==> config.mk <==
export PLATFORM = sky130hd
export DESIGN_NAME = dcacheTags
export DESIGN_NICKNAME = d
export VERILOG_FILES = /design/src/verilog/cachePkg.sv /design/src/verilog/dcacheTags.sv
export SDC_FILE = /design/constraint.sdc
export NUM_CORES = 1
export LEC_CHECK = 0
export ABC_CLOCK_PERIOD_IN_PS = 8500
export BUFFER_PORTS_ARGS = -buffer_cell sky130_fd_sc_hd__buf_4
export CAP_MARGIN = 0
export CORE_MARGIN = 1.5
export CORE_UTILIZATION = 34
export DETAILED_ROUTE_END_ITERATION = 12
export HOLD_SLACK_MARGIN = 0.05
export MAX_ROUTING_LAYER = met4
export PLACE_DENSITY = 0.61
export SLEW_MARGIN = 20
export SYNTH_ARGS = -nofsm -noshare
export SYNTH_HDL_FRONTEND = slang
export SYNTH_SLANG_ARGS = --single-unit
==> constraint.sdc <==
create_clock -name CLK -period 8.5 [get_ports CLK]
set_clock_uncertainty 0.2 [all_clocks]
set_input_delay 1.7 -clock CLK [delete_from_list [all_inputs] [get_ports CLK]]
set_output_delay 1.7 -clock CLK [all_outputs]
set_load 0.1 [all_outputs]
==> src/verilog/cachePkg.sv <==
package cachePkg;

	// Datapath word, also used for byte addresses
	typedef logic [31:0] word_t;

	// Address split: tag | set index | block offset | byte offset
	localparam int TAG_W = 26;
	localparam int IDX_W = 3;
	localparam int SETS = 8;

	// Controller states
	typedef enum logic [2:0] {
		idle,
		writeBack0,
		writeBack1,
		fetch0,
		fetch1,
		flushScan,
		flushed
	} cacheState_t;

	function automatic logic [TAG_W-1:0] addrTag(word_t addr);
		return addr[31:32-TAG_W];
	endfunction

	function automatic logic [IDX_W-1:0] addrIdx(word_t addr);
		return addr[IDX_W+2:3];
	endfunction

	// Word within the two-word block
	function automatic logic addrWord(word_t addr);
		return addr[2];
	endfunction

	// Rebuild a byte address from its fields
	function automatic word_t blockAddr(logic [TAG_W-1:0] tag, logic [IDX_W-1:0] idx,
		logic wordSel);
		return {tag, idx, wordSel, 2'b00};
	endfunction

endpackage

==> src/verilog/dcacheTags.sv <==
`timescale 1ns/10ps

module dcacheTags import cachePkg::*;
(
	input logic CLK,
	input logic rstN,
	input word_t reqAddr,
	input logic fillEn,
	input logic fillWay,
	input logic writeHit,
	input logic cleanEn,
	input logic [IDX_W-1:0] cleanIdx,
	input logic cleanWay,
	output logic hit,
	output logic hitWay,
	output logic victimWay,
	output logic victimDirty,
	output logic [TAG_W-1:0] victimTag,
	output logic lineDirty,
	output logic [TAG_W-1:0] lineTag
);

	logic [TAG_W-1:0] tagMem [SETS][2];
	logic [1:0] valid [SETS];
	logic [1:0] dirty [SETS];
	// One bit per set, names the way to evict next
	logic [SETS-1:0] lru;

	logic [IDX_W-1:0] idx;
	logic [TAG_W-1:0] tag;
	logic [1:0] match;

	assign idx = addrIdx(reqAddr);
	assign tag = addrTag(reqAddr);

	assign match[0] = valid[idx][0] && (tagMem[idx][0] == tag);
	assign match[1] = valid[idx][1] && (tagMem[idx][1] == tag);

	assign hit = |match;
	assign hitWay = match[1];

	// Victim is always the LRU way; an empty way is never behind a valid one here
	assign victimWay = lru[idx];
	assign victimDirty = valid[idx][victimWay] && dirty[idx][victimWay];
	assign victimTag = tagMem[idx][victimWay];

	// Flush port, looks at one line at a time
	assign lineDirty = valid[cleanIdx][cleanWay] && dirty[cleanIdx][cleanWay];
	assign lineTag = tagMem[cleanIdx][cleanWay];

	always_ff @(posedge CLK)
	begin
		if (!rstN)
		begin
			for (int s = 0; s < SETS; s++)
			begin
				valid[s] <= '0;
				dirty[s] <= '0;
			end
			lru <= '0;
		end
		else
		begin
			if (fillEn)
			begin
				valid[idx][fillWay] <= 1'b1;
				dirty[idx][fillWay] <= 1'b0;
			end
			if (writeHit)
				dirty[idx][hitWay] <= 1'b1;
			if (cleanEn)
				dirty[cleanIdx][cleanWay] <= 1'b0;
			// Other way becomes the next victim
			if (hit)
				lru[idx] <= ~hitWay;
		end
	end

	always_ff @(posedge CLK)
	begin
		if (fillEn)
			tagMem[idx][fillWay] <= tag;
	end

	// A fill only happens on a miss, so a tag can live in one way only
	assert property (@(posedge CLK) disable iff (!rstN) !(match[0] && match[1]))
		else $error("tag %h hits in both ways of set %0d", tag, idx);

endmodule

# After elaboration in Yosys (flattened, before gate mapping)
# Memories as Yosys holds them, arrays and structs flattened.
# Cells that the tools add are included.
# word_totals
mem_count	3
regBits	8
mem_bits_rw	448
out_inout_bits	57
in_bits	42
elab_cells	87
# mem_list
memory	depth	word_bits	rd	rd_ports_with_merged_regs	write_ports	line	rtl
tagMem	8	52	2	0	1	dcacheTags.sv:23	logic [TAG_W-1:0] tagMem [SETS][2];
dirty	8	2	2	0	8	dcacheTags.sv:25	logic [1:0] dirty [SETS];
valid	8	2	2	0	8	dcacheTags.sv:24	logic [1:0] valid [SETS];
# op_classes
n_bitwise	6
n_eq_ne	2
order_cmp	13
mux	49
reduce_logical	13
# op_table
operator	count
$mux 26	7
$eq 26x26->1	2
$mux 52	1
$demux 26 s1	1
$mux 1	22
$mux 2	9
$logic_and 1x1->1	9
$mux 3	3
$bwmux 8	1
$lt 1x2->1 const B	4
$reduce_or 2->1	4
$ge 2x2->1 const B	3
$not 1->2	3
$lt 3x4->1 const B	1
$bmux 1 s3	1
$demux 1 s1	3
$demux 1 s3	1
$ge 1x1->1 const B	3
$ge 3x1->1 const B	1
$lt 2x1->1 const B	1
$or 1x1->1	2
$not 1->1	1

# Logic depth before layout (Yosys ltp)
# Gate-level depths: netlist (run 1).
# An unclocked memory read counts as a cell.
# logic_depth
word_depth	11
ltp_mapped	15

# Worst setup path before layout (run 1)
# No wires, ideal clock.
# synth_timing
path_kind	in2out
from	input reqAddr[5]
to	output victimTag[10]
required_ns	6.600
stages	11
arrival_time_ns	6.231
path_buffers	7
setup_slack_ns	0.369
path_cell_list	buf_4 buf_6 buf_4 buf_4 buf_4 buf_2 buf_1 a32o_1 nor3_2 clkinv_1 a31oi_1
# synth_between
elab_chain_len	6
# synth_rtl
element	line	rtl
from (decl)	dcacheTags.sv:7	input word_t reqAddr,
$bmux 1 s3	dcacheTags.sv:43	assign victimWay = lru[idx];
$mux 1 (implied by the code)	dcacheTags.sv:43	
named net victimWay	dcacheTags.sv:16	output logic victimWay,
$not 1->2 (implied by the code)	dcacheTags.sv:45	assign victimTag = tagMem[idx][victimWay];
$mux 26 (implied by the code) (3 in series)	dcacheTags.sv:45	
to (decl)	dcacheTags.sv:18	output logic [TAG_W-1:0] victimTag,
# The timed path passes the listed nets, and every way through them passes these cells. The select of a mux whose other input is x is not followed.

# Final worst setup path (run 1)
# layout_timing
from	input reqAddr[3]
to	output hit
# layout_between
elab_chain_len	4
# layout_rtl
element	line	rtl
$mem_v2 8x52	--	
$eq 26x26->1 (on tied branches)	dcacheTags.sv:37, dcacheTags.sv:36	
$logic_and 1x1->1 (on tied branches)	dcacheTags.sv:37, dcacheTags.sv:36	
$reduce_or 2->1 (*)	dcacheTags.sv:39	assign hit = |match;
to (decl)	dcacheTags.sv:14	output logic hit,
# Mark *: on every way between the ends. The rest lies on a longest branch, timed or not.

==> key figures, run 1 <==
Logic synthesis
  – Most common cell in the netlist: edfxtp_1
  – Compound-Gate Fraction of Synth Area: 0.129
  – Mapped Area: 22700 um2
  – Mux contribution to synthesized area: 0.176
  – Largest family of logic cells by synthesized area: multiplexers
  – Yosys cell types: 82
  – Synth Net Count: 1668
  – Post-Syn Instances: 1626
  – Synthesis Warnings: 0
  – Async S/R FF share, synth: 0
  – Commonest cells post-synth: edfxtp_1, mux2i_1, o21ai_0
  – Post-synth top area share: 0.550
  – Synth area leader: edfxtp_1
  – Post-synthesis register bit count: 456
  – Adder-Cell Fraction of Synth Area: 0
  – Avg Inst Size Synth: 14.0 um2
  – Post-Synth Simple-Gate Area: 0.0679
  – Post-Synth XOR/XNOR Area: 0.0135
  – Largest cells by area after synthesis: edfxtp_1, mux4_2, mux2i_1, mux2_2, dfxtp_1
  – Post-synth EDFFs: 416
  – Seq/Total Area, Yosys: 0.586
  – Main synth FF type: edfxtp_1

Global routing
  – Met1 Use GR: 0.321
  – Number of global-route vias before repair: 16099
  – Global route total overflow: 0
  – Grt met3 use: 0.0432
  – First-pass GRT wire length: 116000 um
  – GR peak layer: met2
  – Overall routing resource usage: 0.247
  – Largest net degree at the start of global routing: 72
  – Antenna violations before repair: 1
  – Met2 usage: 0.381

Timing
  – Fin Setup TNS: 0 ns
  – Setup ws final: 0.886 ns
  – Fmax: 0.131 GHz
  – Slew @ Worst Pin: 1.10 ns
  – Relative slew slack: 0.267
  – # setup viols final: 0
  – Fin. max-slew vios: 0
  – Fin. Hold Viols: 0
  – Final Cycle Share: 0.896
  – Final min period: 7.61 ns
  – RSZ-0062 raised after global routing: false

Setup path
  – Kind of critical path: in -> out
  – Reg2reg start: tagMem[6][25]
  – WP buf/inv: 3
  – CP Max Fanout: 43
  – Delay-heaviest family, CP: simple AND/OR/NAND/NOR gates
  – Crit-path cells: buf_4 -> buf_4 -> nor2b_1 -> a22oi_1 -> o22ai_1 -> nand3_1 -> nor3b_1 -> nand4_1 -> or4_1 -> o21ai_0 -> buf_4
  – Worst R2R Path Depth: 8
  – Critical-path cell with the highest stage delay: or4_1
  – CP Launch Type: input pin
  – Max incr delay on CP: 0.76 ns
  – CP required: 6.60 ns
  – Slack of the worst reg-to-reg path: 4.78 ns
  – CP Capture Type: output port
  – Worst r2r dst: dirty[2][1]
  – Crit-path most repeated cell: buf_4
  – Crit path DAT: 5.71 ns

Power
  – Switching pwr: 1510 uW
  – Total power: 5500 uW
  – P_int: 4000 uW
  – Leakage Power: 0.00874 uW
  – Power Density: 211 nW/um2
  – Net Sw Frac: 0.274
  – Combinational share of power: 0.150
  – Peak supply drop: 0.148 mV
  – Clk pwr share: 0.394
  – Sequential share of power: 0.457

Cells and area
  – Post-route cell area: 26100 um2
  – Layout cells sized above 1: 0.233
  – Area grow syn2layout: 15.1%
  – NumNets Final: 1756

Clocking
  – CTS clk-pin slew, worst paths: 0.06 ns
  – Clock latency on the worst-skew pair: 0.62 ns
  – CTS tree: done
  – H-Tree Depth: 2
  – Clock buffer count from CTS: 51
  – Setup Fix Bufs, Post-CTS: 0
  – Clk buf depth: 3
  – Sinks on Clock Net: 456
  – Clock root buffer master: clkbuf_16
  – CTS resizes: 0
  – Hold_buf cts: 0

Detailed routing
  – Via count: 16377
  – Drt drc: 0
  – 1st-pass router iterations: 8
  – Routed length per instance: 31.7 um
  – Antenna viol nets, final: 0
  – Drt via density: 6.26
  – Initial DRC Count: 2433
  – Post-Route WL: 83000 um

Die
  – Initial Util: 0.344
  – Core area: 66000 um2
  – Die area: 68300 um2
  – Die W: 261 um
  – I/O pin cnt: 99
  – Vert. Die Dim: 261 um
  – Row cnt: 94

Placement
  – Placed cell area: 24500 um2
  – Worst slack, placed: 1.06 ns
  – Detailed placement HPWL: 51900 um
  – IO Port Bufs: 95
  – GPL Wtd Cong: 0.941

Min path
  – Hold wc startpoint: valid[4][0]
  – Min-Delay Endpoint: valid[4][0]
  – Min-Delay Path Depth: 1
  – Worst min path class: reg -> reg

Status
  – Status: finished clean

Flow run
  – Max-Cap Viols: 0
==> sequential cells by signal, indices dropped and copies added, names as in the netlist <==
signal and count:
valid 16, lru 8, tagMem 416, dirty 16
==> worst register-to-register path, cell delays in order, from the launching register on <==
cell and delay, ns:
edfxtp_1 0.39, mux4_2 0.51, mux2i_4 0.19, xnor2_1 0.19
or3b_2 0.53, nor4_1 0.47, nand4_1 0.62, o21ai_0 0.37
o311a_1 0.21
==> cell families (layout without fill, tap and decap cells) <==
kind of cell | Yosys count | count (layout)
xor gates and xnor gates | 35 | 35
buffers and inverters | 133 | 259
muxes | 295 | 295
DFF | 456 | 456
AOI/OAI and AO/OA | 417 | 417
and+or+nand+nor | 290 | 290
other | 0 | 1
==> layout by cell type (no fill, tap or decap), types with 40 or more instances in the layout <==
cell and instances:
mux4_2 74, mux2i_1 141, mux2_2 74, nor2_1 47
clkbuf_16 53, edfxtp_1 416, o21ai_0 83, dfxtp_1 40
nand2_1 69, a21oi_1 75, buf_4 154, a22oi_1 57
==> stage by stage <==
| stage | utilization | std cells | hold slack (ns) |
|---|---|---|---|
| after floorplan | - | 1626 | 0.251 |
| after global placement | 0.371 | 2525 | 0.259 |
| after detailed placement | 0.372 | 2525 | 0.273 |
| after CTS | 0.396 | 2616 | 0.287 |
| after global routing | 0.396 | 2617 | 0.305 |
| final | 0.396 | 2617 | 0.289 |
==> power by group through the flow <==
stage	logic (uW)	registers, uW	clock network [uW]
2_1_floorplan	537	2550	0
6_report	824	2510	2170
3_5_place_dp	814	2560	0
3_3_place_gp	809	2560	0
5_1_grt	850	2520	2280
4_1_cts	816	2510	2190
==> layout make-up <==
type / instances / area (um2)
diodes: 1 / 2.50
clock buffers: 76 / 1420
clock inverters: 15 / 188
fillers: 6097 / 39900
inverters: 11 / 41.3
multi-input cells: 1037 / 8910
flip-flops and latches: 456 / 13300
well taps: 864 / 1080
repair buffers: 157 / 1190
==> layer usage <==
metal / part of all wire / vias to the layer above
met5: 0 / -
met4: 0.047 / 0
met3: 0.096 / 224
met2: 0.46 / 1029
met1: 0.39 / 8379
li1: - / 6745
==> how the worst max path moves through the flow <==
stage	depth (start not counted)	start	slack, ns	to
final	11	reqAddr[3]	0.89	hit
after global routing	11	reqAddr[3]	0.78	hit
after CTS	9	reqAddr[4]	1.05	hit
after detailed placement	9	reqAddr[4]	1.06	hit
after global placement	11	reqAddr[3]	1.10	hit
after floorplan	11	reqAddr[5]	0.37	victimTag[10]
(Power assumes the default switching activity.)
==> run 2: changes to the inputs <==
- MAX_ROUTING_LAYER: met4 -> unset
- RECOVER_POWER: unset -> 100
==> key figures, run 2 (synthesis gave the netlist of run 1 again) <==
Status
  – Status: complete, but fails checks
  – Failing checks: design-rule violations, max-capacitance violations, max-slew violations

Clocking
  – CTS resizes: 0
  – Setup Fix Bufs, Post-CTS: 0
  – H-Tree Depth: 2
  – Hold_buf cts: 0
  – CTS tree: done
  – Clock buffer count from CTS: 50
  – Clock latency on the worst-skew pair: 0.62 ns
  – Clock root buffer master: clkbuf_16
  – CTS clk-pin slew, worst paths: 0.06 ns
  – Sinks on Clock Net: 456
  – Clk buf depth: 3

Min path
  – Worst min path class: reg -> reg
  – Min-Delay Path Depth: 1

Cells and area
  – Top Registers: tagMem: 416 flops, dirty: 16 flops, valid: 16 flops
  – Finished Layout Cells: 2617
  – NumNets Final: 1754
  – Commonest non-fill, non-tap cells in the layout: edfxtp_1, mux2i_1, clkbuf_1
  – Area grow syn2layout: 13.2%
  – Post-route cell area: 25700 um2
  – Fin util: 0.389
  – Commonest non-fill, non-tap cell in the layout: edfxtp_1
  – Max reg flops: 416
  – Layout cells sized above 1: 0.184
  – # fillers: 6192
  – Biggest register: tagMem

Detailed routing
  – Post-Route WL: 83300 um
  – Routed length per instance: 31.8 um
  – Drt drc: 5
  – Drt via density: 6.25
  – 1st-pass router iterations: 10
  – Antenna viol nets, final: 0
  – Initial DRC Count: 2376
  – Via count: 16354

Global routing
  – Antenna violations before repair: 5
  – Global route total overflow: 0
  – Number of global-route vias before repair: 15966
  – Largest net degree at the start of global routing: 65
  – First-pass GRT wire length: 117000 um
  – Overall routing resource usage: 0.241

Setup path
  – Worst R2R Path Depth: 9
  – Worst path depth: 9
  – Kind of critical path: in -> out
  – Max incr delay on CP: 0.68 ns
  – WP buf/inv: 5
  – CP Max Fanout: 46
  – CP Launch Type: input pin
  – Crit path DAT: 6.02 ns
  – Crit-path cells: buf_4 -> clkbuf_1 -> nor2_1 -> clkbuf_1 -> a32o_1 -> nor3_4 -> buf_4 -> mux2i_1 -> clkbuf_2
  – Delay-heaviest family, CP: buffers and inverters
  – Critical-path cell with the highest stage delay: clkbuf_1
  – CP required: 6.60 ns
  – CP Capture Type: output port

Placement
  – Inst Count DP: 2524
  – GPL Wtd Cong: 0.928
  – Detailed placement HPWL: 51200 um
  – IO Port Bufs: 95
  – Placed cell area: 24500 um2

Timing
  – Relative slew slack: -0.939
  – Slew @ Worst Pin: 2.90 ns
  – Fin Setup TNS: 0 ns
  – Final Cycle Share: 0.932
  – Fin. Hold Viols: 0
  – RSZ-0062 raised after global routing: false
  – # setup viols final: 0
  – Final min period: 7.92 ns
  – Fmax: 0.126 GHz
  – Fin. max-slew vios: 454

Die
  – Row cnt: 94
  – I/O pin cnt: 99
  – Die W: 261 um
  – Initial Util: 0.344
  – Vert. Die Dim: 261 um
  – Die area: 68300 um2
  – Core area: 66000 um2

Flow run
  – Max-Cap Viols: 22

Power
  – Leakage Power: 0.00842 uW
  – Power Density: 209 nW/um2
  – Peak supply drop: 0.141 mV
run 2: changes by cell type in the layout (fill, tap and decap cells not counted), sizes merged:
cell | before | now
bufinv | 4 | 2
clkinv | 10 | 12
clkbuf | 76 | 146
diode | 1 | 2
inv | 11 | 12
clkinvlp | 1 | 0
buf | 157 | 86
run 2: layer usage:
| layer | up-vias | wire (um) | track usage |
|---|---|---|---|
| li1 | 6763 | - | - |
| met5 | - | 37 | 0 |
| met1 | 8386 | 33100 | 0.326 |
| met3 | 191 | 8490 | 0.0497 |
| met4 | 6 | 3000 | 0.0821 |
| met2 | 1008 | 38700 | 0.385 |
run 2: worst register-to-register path, cell delays in order (launching register included):
cell and delay (ns):
edfxtp_1 0.38, mux4_2 0.52, mux2i_4 0.18, xnor2_1 0.18
nand3b_4 0.25, nor4b_2 0.28, or4b_1 0.44, or4_1 0.67
clkbuf_1 0.27, o221a_1 0.29
run 2: path summary, 6_finish.rpt:
path	slack, ns	to	from
min reg2reg	0.29	valid[7][1]	valid[7][1]
max reg2reg	4.71	lru[2]	tagMem[6][25]
min	0.29	valid[7][1]	valid[7][1]
max	0.58	victimTag[24]	reqAddr[3]
run 2: final cells by class:
type / instances / area (um2) / area share
clock inverters: 15 / 135 / 0.00526
multi-input cells: 1037 / 8840 / 0.344
flip-flops and latches: 456 / 13300 / 0.517
clock buffers: 76 / 1350 / 0.0525
well taps: 864 / 1080 / 0.0421
repair buffers: 156 / 950 / 0.0370
diodes: 2 / 5.00 / 0.000195
inverters: 11 / 41.3 / 0.00161
run 2: metrics by stage:
step                      hold slack (ns)  power, uW  worst slack (ns)
after floorplan                     0.251       3090             0.369
after global placement              0.261       3370              1.23
after detailed placement            0.279       3370              1.27
after CTS                           0.293       5400              1.27
after global routing                0.310       5510             0.520
final                               0.291       5380             0.576
run 2: power breakdown:
part / internal [uW] / switching, uW
logic: 216 / 593
clock network: 1150 / 903
registers: 2490 / 20.9
