--- src/verilog/cachePkg.sv ---
package cachePkg;

	// Datapath word, also used for byte addresses
	typedef logic [31:0] word_t;

	// Address split: tag | set index | block offset | byte offset
	localparam int TAG_W = 26;
	localparam int IDX_W = 3;
	localparam int SETS = 8;

	// Controller states
	typedef enum logic [2:0] {
		idle,
		writeBack0,
		writeBack1,
		fetch0,
		fetch1,
		flushScan,
		flushed
	} cacheState_t;

	function automatic logic [TAG_W-1:0] addrTag(word_t addr);
		return addr[31:32-TAG_W];
	endfunction

	function automatic logic [IDX_W-1:0] addrIdx(word_t addr);
		return addr[IDX_W+2:3];
	endfunction

	// Word within the two-word block
	function automatic logic addrWord(word_t addr);
		return addr[2];
	endfunction

	// Rebuild a byte address from its fields
	function automatic word_t blockAddr(logic [TAG_W-1:0] tag, logic [IDX_W-1:0] idx,
		logic wordSel);
		return {tag, idx, wordSel, 2'b00};
	endfunction

endpackage

--- src/verilog/dcacheCtrl.sv ---
`timescale 1ns/10ps

module dcacheCtrl import cachePkg::*;
(
	input logic CLK,
	input logic rstN,
	input logic dmemREN,
	input logic dmemWEN,
	input logic halt,
	input word_t dmemaddr,
	input logic hit,
	input logic hitWay,
	input logic victimWay,
	input logic victimDirty,
	input logic [TAG_W-1:0] victimTag,
	input logic lineDirty,
	input logic [TAG_W-1:0] lineTag,
	input word_t evictData,
	input logic dwait,
	input word_t dload,
	output logic dhit,
	output logic writeHit,
	output logic fillEn,
	output logic fillWay,
	output logic fillWordSel,
	output logic cleanEn,
	output logic cleanWay,
	output logic [IDX_W-1:0] cleanIdx,
	output logic dREN,
	output logic dWEN,
	output word_t daddr,
	output word_t dstore,
	output word_t fillData,
	output logic flushed
);

	cacheState_t state;
	cacheState_t nextState;
	// State whose bus request is driven this cycle
	cacheState_t effState;

	logic flushing;
	logic [IDX_W:0] scanCnt;
	logic scanLast;
	logic missWay;
	logic request;
	logic [IDX_W-1:0] reqIdx;
	logic [TAG_W-1:0] wbTag;

	assign request = dmemREN || dmemWEN;
	assign reqIdx = addrIdx(dmemaddr);
	assign scanLast = &scanCnt;

	// A miss seen in idle starts its first bus word in the same cycle
	always_comb
	begin
		effState = state;
		if (state == idle && !halt && request && !hit)
			effState = victimDirty ? writeBack0 : fetch0;
	end

	assign dhit = (state == idle) && !halt && request && hit;
	assign writeHit = dhit && dmemWEN;

	assign dREN = (effState == fetch0) || (effState == fetch1);
	assign dWEN = (effState == writeBack0) || (effState == writeBack1);
	assign fillWordSel = (effState == fetch1) || (effState == writeBack1);
	assign fillEn = dREN && !dwait;
	assign fillData = dload;
	assign dstore = evictData;

	// Scan counter holds the index in its high bits and the way in its low bit
	assign cleanIdx = flushing ? scanCnt[IDX_W:1] : reqIdx;
	assign cleanWay = scanCnt[0];
	assign cleanEn = flushing && (state == writeBack1) && !dwait;
	assign flushed = (state == cachePkg::flushed);

	// Way seen by the data store
	always_comb
	begin
		if (flushing)
			fillWay = cleanWay;
		else if (state == idle)
			fillWay = hit ? hitWay : victimWay;
		else
			fillWay = missWay;
	end

	assign wbTag = flushing ? lineTag : victimTag;
	assign daddr = dWEN ? blockAddr(wbTag, cleanIdx, fillWordSel)
		: blockAddr(addrTag(dmemaddr), reqIdx, fillWordSel);

	always_comb
	begin
		nextState = effState;
		case (effState)
			idle:
				if (halt)
					nextState = flushScan;
			writeBack0:
				if (!dwait)
					nextState = writeBack1;
			writeBack1:
				if (!dwait)
					nextState = flushing ? flushScan : fetch0;
			fetch0:
				if (!dwait)
					nextState = fetch1;
			fetch1:
				if (!dwait)
					nextState = idle;
			flushScan:
				if (lineDirty)
					nextState = writeBack0;
				else if (scanLast)
					nextState = cachePkg::flushed;
			default:
				nextState = effState;
		endcase
	end

	always_ff @(posedge CLK)
	begin
		if (!rstN)
		begin
			state <= idle;
			flushing <= 1'b0;
			scanCnt <= '0;
			missWay <= 1'b0;
		end
		else
		begin
			state <= nextState;
			// Hold the victim for the whole miss
			if (state == idle && effState != idle)
				missWay <= victimWay;
			if (state == idle && halt)
				flushing <= 1'b1;
			// A written-back line comes back clean and the scan moves on
			if (state == flushScan && !lineDirty && !scanLast)
				scanCnt <= scanCnt + 1'b1;
		end
	end

	// The datapath keeps its request and address until the miss is served
	assert property (@(posedge CLK) disable iff (!rstN)
		(state != idle && !flushing) |-> request && $stable(dmemaddr))
		else $error("request dropped or changed during a miss in %s", state.name());

endmodule

--- config.mk ---
export PLATFORM = sky130hd
export DESIGN_NAME = dcacheCtrl
export DESIGN_NICKNAME = d
export VERILOG_FILES = /design/src/verilog/cachePkg.sv /design/src/verilog/dcacheCtrl.sv
export SDC_FILE = /design/constraint.sdc
export NUM_CORES = 1
export LEC_CHECK = 0
export BUFFER_PORTS_ARGS = -buffer_cell sky130_fd_sc_hd__buf_2
export CORE_AREA = 3 3 101 103
export DETAILED_ROUTE_END_ITERATION = 10
export DIE_AREA = 0 0 104 106
export GPL_ROUTABILITY_DRIVEN = 0
export REMOVE_ABC_BUFFERS = 1
export SYNTH_ARGS = -nofsm -noshare
export SYNTH_HDL_FRONTEND = slang
export SYNTH_SLANG_ARGS = --single-unit
--- constraint.sdc ---
create_clock -name CLK -period 1.9 [get_ports CLK]
set_clock_uncertainty 0.05 [all_clocks]
set_input_delay 0.285 -clock CLK [delete_from_list [all_inputs] [get_ports CLK]]
set_output_delay 0.285 -clock CLK [all_outputs]
set_load 0.005 [all_outputs]
# Yosys cells after proc, flatten, opt, wreduce, memory -nomap -nowiden
# Index checks and enable logic that the tools add are counted.
[word_totals] regBits=9 latchBits=0 mem_bits_rw=0 rom_bits=0 out_inout_bits=109 n_memories=0
[op_classes] addsub=1 multipliers=0 n_div=0 magnitude_cmp=0 eq_ne=8 shifts=0 muxes=17 n_bitwise=0 n_reduce_logical=25
[ops] op="$mux 32" n=1
[ops] op="$mux 3" n=10
[ops] op="$mux 26" n=1
[ops] op="$pmux 3 s6" n=1
[ops] op="$eq 3x3->1 const B" n=4
[ops] op="$logic_and 1x1->1" n=12
[ops] op="$eq 3x2->1 const B" n=3
[ops] op="$logic_not 3->1" n=2
[ops] op="$logic_not 1->1" n=5
[ops] op="$add 4x1->4 const B" n=1
[ops] op="$logic_or 1x1->1" n=4
[ops] op="$reduce_and 4->1" n=1
[ops] op="$eq 3x1->1 const B" n=1
[ops] op="$mux 1" n=3
[ops] op="$reduce_bool 3->1" n=1
[ops] op="$mux 2" n=1

# Depth between registers and ports, before layout
# Gate-level depths: netlist of run 1.
[logic_depth] ltp_word=8 mapped_depth=6

# Worst setup path after synthesis of run 1
# Ideal clock, no wire load.
[synth_path] path_type="register to output" from="register flushing" to="output daddr[14]" arrival_time_ns=1.438 slack_ns=0.127 path_stages_with_launch=5 path_cell_list="dfxtp_1 -> clkbuf_1 -> clkbuf_1 -> mux2_2 -> mux2_4"
[synth_between] elab_chain_len=2
[synth_rtl] element="start, declared" line="dcacheCtrl.sv:42" source="logic flushing;"
[synth_rtl] element="start signal, assigned" line="dcacheCtrl.sv:127" source="flushing <= 1'b0;"
[synth_rtl] element="start signal, assigned" line="dcacheCtrl.sv:138" source="flushing <= 1'b1;"
[synth_rtl] element="$mux 26" line="dcacheCtrl.sv:89" source="assign wbTag = flushing ? lineTag : victimTag;"
[synth_rtl] element="$mux 32" line="dcacheCtrl.sv:90" source="assign daddr = dWEN ? blockAddr(wbTag, cleanIdx, fillWordSel)"
[synth_rtl] element="end, declared" line="dcacheCtrl.sv:31" source="output word_t daddr,"
# No other way between the ends.

# Worst setup path in the final report of run 1
[layout_path] from="register state[1]" to="output daddr[10]"
[layout_between] elab_chain_len=8 word_cells_on_any_way=9 classes_between="eq/ne (2); mux (2); reduce/logical (5)"
[layout_rtl] element="start, declared" line="dcacheCtrl.sv:37" source="cacheState_t state;"
[layout_rtl] element="start signal, assigned" line="dcacheCtrl.sv:126" source="state <= idle;"
[layout_rtl] element="start signal, assigned" line="dcacheCtrl.sv:133" source="state <= nextState;"
[layout_rtl] element="$logic_not 3->1" line="dcacheCtrl.sv:58" source="if (state == idle && !halt && request && !hit)"
[layout_rtl] element="$logic_and 1x1->1 (3 in series)" line="dcacheCtrl.sv:58"
[layout_rtl] element="$mux 3 (*)" line="dcacheCtrl.sv:58"
[layout_rtl] element="$eq 3x1->1 / $eq 3x2->1 (equally long branches)" line="dcacheCtrl.sv:66" source="assign dWEN = (effState == writeBack0) || (effState == writeBack1);"
[layout_rtl] element="$logic_or 1x1->1 (*)" line="dcacheCtrl.sv:66"
[layout_rtl] element="$mux 32 (*)" line="dcacheCtrl.sv:90"
# Every way passes the cells marked *; elsewhere a longest branch is shown, timed or not.

==> results of run 1 <==
[metal layers]
layer | share of wire | vias to the layer above | routed length, um
li1 | - | 847 | -
met1 | 0.34 | 864 | 3400
met2 | 0.36 | 209 | 3600
met3 | 0.28 | 10 | 2840
met4 | 0.0082 | 4 | 83
met5 | 0.014 | - | 142
[registers in the layout, indices dropped and copies added, names as in the netlist]
name	count
missWay	1
scanCnt	4
flushing	1
state	3
[critical path, cell delays in order (launching register included)]
cell and delay, ns:
dfxtp_2 0.31, buf_4 0.14, nand2_2 0.06, nor3b_4 0.27
buf_12 0.24, mux2_4 0.33, buf_6 0.12
[kinds of logic after synthesis]
group | synth area share
AO/OA/AOI/OAI | 0.0799
other | 0.00188
adder cells (fa/ha/maj) | 0.00629
AND/OR/NAND/NOR | 0.115
buffers and inverters | 0.300
flip-flops | 0.0906
multiplexers | 0.393
XOR/XNOR | 0.0132
[worst paths after layout]
path | slack [ns] | to | depth (start not counted) | from
setup reg to reg | 0.32 | state[0] | 5 | scanCnt[0]
setup / recovery | -0.14 | daddr[10] | 6 | state[1]
hold reg to reg | 0.44 | scanCnt[1] | 2 | scanCnt[1]
hold / removal | 0.27 | missWay | 3 | victimWay
[power by group through the flow]
stage                     registers [mW]  logic, mW  clock network [mW]
after floorplan                    0.282      0.721                   0
after global placement             0.227       1.24                   0
after detailed placement           0.227       1.26                   0
after CTS                          0.227       1.47               0.228
after global routing               0.232       1.62               0.240
final                              0.229       1.51               0.220
[layout by cell type (no fill, tap or decap), types with 2 or more instances in the layout]
master,netlist,final
conb_1,1,2
a31oi_1,4,4
o22ai_1,2,2
a21oi_1,4,4
o21ai_0,4,2
clkbuf_8,0,3
mux2_2,29,29
mux2i_1,2,2
buf_2,2,105
nand3_1,5,5
dfxtp_2,0,2
and4b_1,2,2
inv_1,6,6
mux2_4,29,29
xor2_1,2,2
buf_4,67,8
dfxtp_1,9,7
buf_6,3,32
nor3_1,2,2
nor2_1,7,7
nand2_1,6,5
[cell type report]
type                       count  area [um2]
timing repair buffer         147         981
sequential                     9         183
inverter                       7        26.3
fill                        1015        6640
tap                          129         161
clock buffer                   4        45.0
multi-input combinational    127        1250
[timing repair]
action / in CTS / in global routing
setup buffers: 1 / 0
endpoints found under the setup margin: 29 / 33
pin swaps: 1 / 1
resized for setup: 33 / 11
hold endpoints to repair: 0 / 0
==> reports/results.tsv, run 1 <==
stage	metric	value	unit
power_and_ir_drop	p_int	1.29	mW
outcome	violations	setup timing	
floorplanning	die_w	104	um
synthesis	yosysSeqAreaShare	0.0906	
synthesis	ys_ff_latch	9	
floorplanning	fp.dieH	106	um
placed_design	dp_cells	418	
synthesis	avgSynthCellArea	9.04	um2
power_and_ir_drop	ir_drop	0.354	mV
timing	clock.fmax	489	MHz
hold_path	hold_path.class	in2reg	
floorplanning	io_pins	268	
final_layout	fin_util	0.285	
drt	antenna_left	0	
final_layout	drive_gt1_frac	0.752	
drt	firstDrtPassIters	4	
clocking	postCtsHoldBufs	0	
drt	wl	10.1	mm
critical_path	cp_max_fo	22	
power_and_ir_drop	switching_share	0.342	
floorplanning	fp-row-count	35	
clocking	cts_buffers	3	
clocking	clock_latency	0.23	ns
final_layout	stdcell_count	423	
placed_design	io_buffers	134	
global_route	antenna_found_initial	0	
global_route	grt_use_met1	0.160	
power_and_ir_drop	p_total	1.96	mW
critical_path	cp-start-kind	register	
global_route	use_met3	0.231	
clocking	htreeDepth	1	
synthesis	yosys.area.top_type_share	0.253	
power_and_ir_drop	pwr-share-seq	0.117	
critical_path	arrival	1.71	ns
timing	min_period	2.04	ns
timing	finalSetupTns	-3.50	ns
synthesis	yosysMostFrequentCell	buf_4	
power_and_ir_drop	pwr-share-comb	0.771	
outcome	status	finished, violations left	
final_layout	syn2layout_area_growth	33.0	%
power_and_ir_drop	leakagePower	1.30	nW
timing	fin_hold_ws	0.266	ns
clocking	clkSlewWorstSetupHoldPaths	0.05	ns
power_and_ir_drop	p_switching	0.671	mW
global_route	grt_busiest_layer	met3	
final_layout	final_cell_area	0.00265	mm2
synthesis	synth_cell_types	48	
global_route	grt_pass1_vias	1974	
drt	via_per_inst	4.57	
floorplanning	dieArea	0.0110	mm2
global_route	gr-usage-met2	0.200	
synthesis	synthTopCellsByCount	67 x buf_4, 29 x mux2_2, 29 x mux2_4	
global_route	overflow	0	
synthesis	synth_cells	220	
placed_design	pre_cts_slack	-0.0509	ns
synthesis	yosysWarningCount	0	
critical_path	cp_data_required_time	1.56	ns
placed_design	postPlaceCellArea	0.00236	mm2
floorplanning	initial_core_util	0.214	
final_layout	nets	455	
job	max-cap-violations	0	
timing	rsz0062_at_grt	true	
placed_design	hpwl	8.64	mm
power_and_ir_drop	p_clk_frac	0.112	
critical_path	end_kind	output pin	
critical_path	crit_type	reg2out	
timing	period_share	1.08	
drt	vias	1934	
floorplanning	core_area	0.00928	mm2
synthesis	synth_top_cell_by_area	buf_4	
clocking	clkSinkCount	9	
clocking	cts_tree	done	
timing	setup_viol	29	
timing	setup_ws	-0.144	ns
synthesis	synth-async-reset-ratio	0	
synthesis	synth_ff_type	dfxtp_1	
drt	drc_errors	0	
drt	post_drt_wl_per_cell	23.8	um
clocking	root_buffer	clkbuf_8	
final_layout	diodes	0	
drt	dr.first_iter.drc_count	59	
clocking	cts_buffer_depth	2	
timing	hold_viol_final	0	
synthesis	synth_area_leaders	buf_4 25%, mux2_4 22%, mux2_2 16%	
global_route	grt_pass1_wl	13.5	mm
synthesis	synthesis.area	0.00199	mm2
timing	slew_violations	0	
global_route	grt_use_total	0.168	
synthesis	synth_edf_count	0	
global_route	grt_max_degree	23	
power_and_ir_drop	cellPowerDensity	742	mW/mm2
Note: power is estimated with default switching activity, not from simulation.
==> inputs of run 2 (changes only) <==
- BUFFER_PORTS_ARGS: -buffer_cell sky130_fd_sc_hd__buf_2 -> unset
- CORE_AREA: 3 3 101 103 -> 3 3 102 104
- DIE_AREA: 0 0 104 106 -> 0 0 105 107
- DONT_BUFFER_PORTS: unset -> 1
==> run 2 against run 1 <==
  * The run still ends with setup timing left
  * Sequential share of layout area grew 2.7 points
  * Critical path type unchanged
  * Fmax grew 1.7%
  * Utilization shrank 8.7 points
  * Critical endpoint unchanged
  * Routed wire length shrank 1.9%
  * Power shrank 16%
  * Clock power grew 4%
==> reports/results.tsv, run 2 (synthesized netlist as in run 1, its figures left out) <==
stage	metric	value	unit
power_and_ir_drop	cellPowerDensity	867	mW/mm2
clocking	cts_tree	done	
final_layout	fill_cells	1109	
critical_path	arrival	1.68	ns
critical_path	end_kind	output pin	
timing	period_share	1.06	
timing	fin_hold_ws	0.148	ns
final_layout	multi_input_area	0.00124	mm2
global_route	antenna_found_initial	1	
critical_path	cp_max_fo	5	
placed_design	io_buffers	0	
clocking	clkSlewWorstSetupHoldPaths	0.05	ns
drt	dr.first_iter.drc_count	71	
hold_path	hold_path_depth	2	
critical_path	reg2reg_from	state[1]	
hold_path	hold_end	missWay	
timing	hold_viol_final	0	
timing	rsz0062_at_grt	true	
final_layout	regMostFlops	scanCnt	
final_layout	mostFrequentLayoutCells	29 x mux2_2, 29 x mux2_4, 14 x buf_4	
global_route	grt_max_degree	32	
final_layout	largest_reg_flops	4	
floorplanning	initial_core_util	0.206	
critical_path	cp-start-kind	register	
drt	wl	9.87	mm
critical_path	crit_type	reg2out	
final_layout	drive_gt1_frac	0.562	
critical_path	r2r-end	state[1]	
clocking	cts_buffer_depth	2	
outcome	status	finished, violations left	
final_layout	syn2layout_area_growth	-4.03	%
job	max-cap-violations	0	
drt	vias	1517	
critical_path	cp_data_required_time	1.56	ns
critical_path	r2r_slack	0.31	ns
final_layout	diodes	0	
floorplanning	core_area	0.00964	mm2
global_route	grt_pass1_wl	12.7	mm
final_layout	nets	330	
final_layout	final-seq-area	183	um2
drt	firstDrtPassIters	4	
power_and_ir_drop	leakagePower	0.760	nW
clocking	root_buffer	clkbuf_8	
timing	min_period	2.01	ns
power_and_ir_drop	p_total	1.66	mW
power_and_ir_drop	ir_drop	0.311	mV
timing	setup_viol	29	
clocking	cts_buffers	3	
floorplanning	dieArea	0.0112	mm2
global_route	overflow	0	
final_layout	fin_util	0.198	
placed_design	dp_cells	293	
floorplanning	die_w	105	um
critical_path	ff2ff_path_depth	6	
floorplanning	io_pins	268	
clocking	postCtsHoldBufs	0	
clocking	htreeDepth	1	
floorplanning	fp.dieH	107	um
global_route	grt_use_total	0.162	
floorplanning	fp-row-count	36	
clocking	clock_latency	0.23	ns
drt	antenna_left	0	
hold_path	hold_path.class	in2reg	
outcome	violations	setup timing	
final_layout	top_regs	scanCnt (4), state (3)	
drt	post_drt_wl_per_cell	32.7	um
clocking	clkSinkCount	9	
hold_path	hp-start	victimWay	
timing	clock.fmax	497	MHz
placed_design	hpwl	8.51	mm
drt	drc_errors	0	
final_layout	stdcell_count	302	
timing	slew_violations	0	
timing	setup_ws	-0.111	ns
drt	via_per_inst	5.02	
global_route	grt_pass1_vias	1582	
run 2: how the worst max path moves through the flow:
stage,from,endpoint,slack (ns),cells after the start
after global placement,state[1],daddr[24],0.12,5
after detailed placement,state[1],daddr[18],0.12,5
final,state[0],daddr[10],-0.11,6
after global routing,state[0],daddr[26],-0.15,6
after CTS,state[0],daddr[26],-0.10,6
after floorplan,state[1],daddr[10],-1.53,4
run 2: timing repair:
action,4_1_cts,5_1_grt
endpoints found under the setup margin,29,30
setup buffers,3,1
gates cloned,2,1
pin swaps,0,1
resized for setup,6,6
run 2: layout make-up:
| cell class | instances | share of cell area |
|---|---|---|
| clock buffers | 3 | 0.0216 |
| clock inverters | 1 | 0.00262 |
| flip-flops and latches | 9 | 0.0957 |
| repair buffers | 22 | 0.132 |
| multi-input cells | 127 | 0.647 |
| inverters | 7 | 0.0138 |
| well taps | 133 | 0.0872 |
run 2: per-layer routing:
layer  wire, um  up-vias  GRT usage
met1       2690      664      0.134
met3       3500        6      0.275
met2       3570      246      0.193
met4         30        4     0.0141
li1           -      597          -
met5         76        -     0.0857
run 2: power breakdown:
group	total [mW]	switching, mW	leakage, nW	internal, mW
Combinational	1.20	0.500	0.661	0.696
Sequential	0.231	0.0206	0.0742	0.211
Clock	0.228	0.0846	0.0255	0.144
run 2: worst max-delay path, stage by stage (launching register included):
cell       delay [ns]
dfxtp_2          0.32
or2_4            0.26
a31oi_4          0.17
nor3b_4          0.07
buf_12           0.15
clkbuf_16        0.16
mux2_4           0.30
run 2: stage by stage:
stage                     setup TNS [ns]  setup WS (ns)  instance area (um2)
after floorplan                   -45.35          -1.53                 1420
after global placement                 0          0.118                 1750
after detailed placement               0          0.123                 1750
after CTS                          -2.43         -0.103                 1870
after global routing               -3.97         -0.150                 1910
final                              -2.72         -0.111                 1910
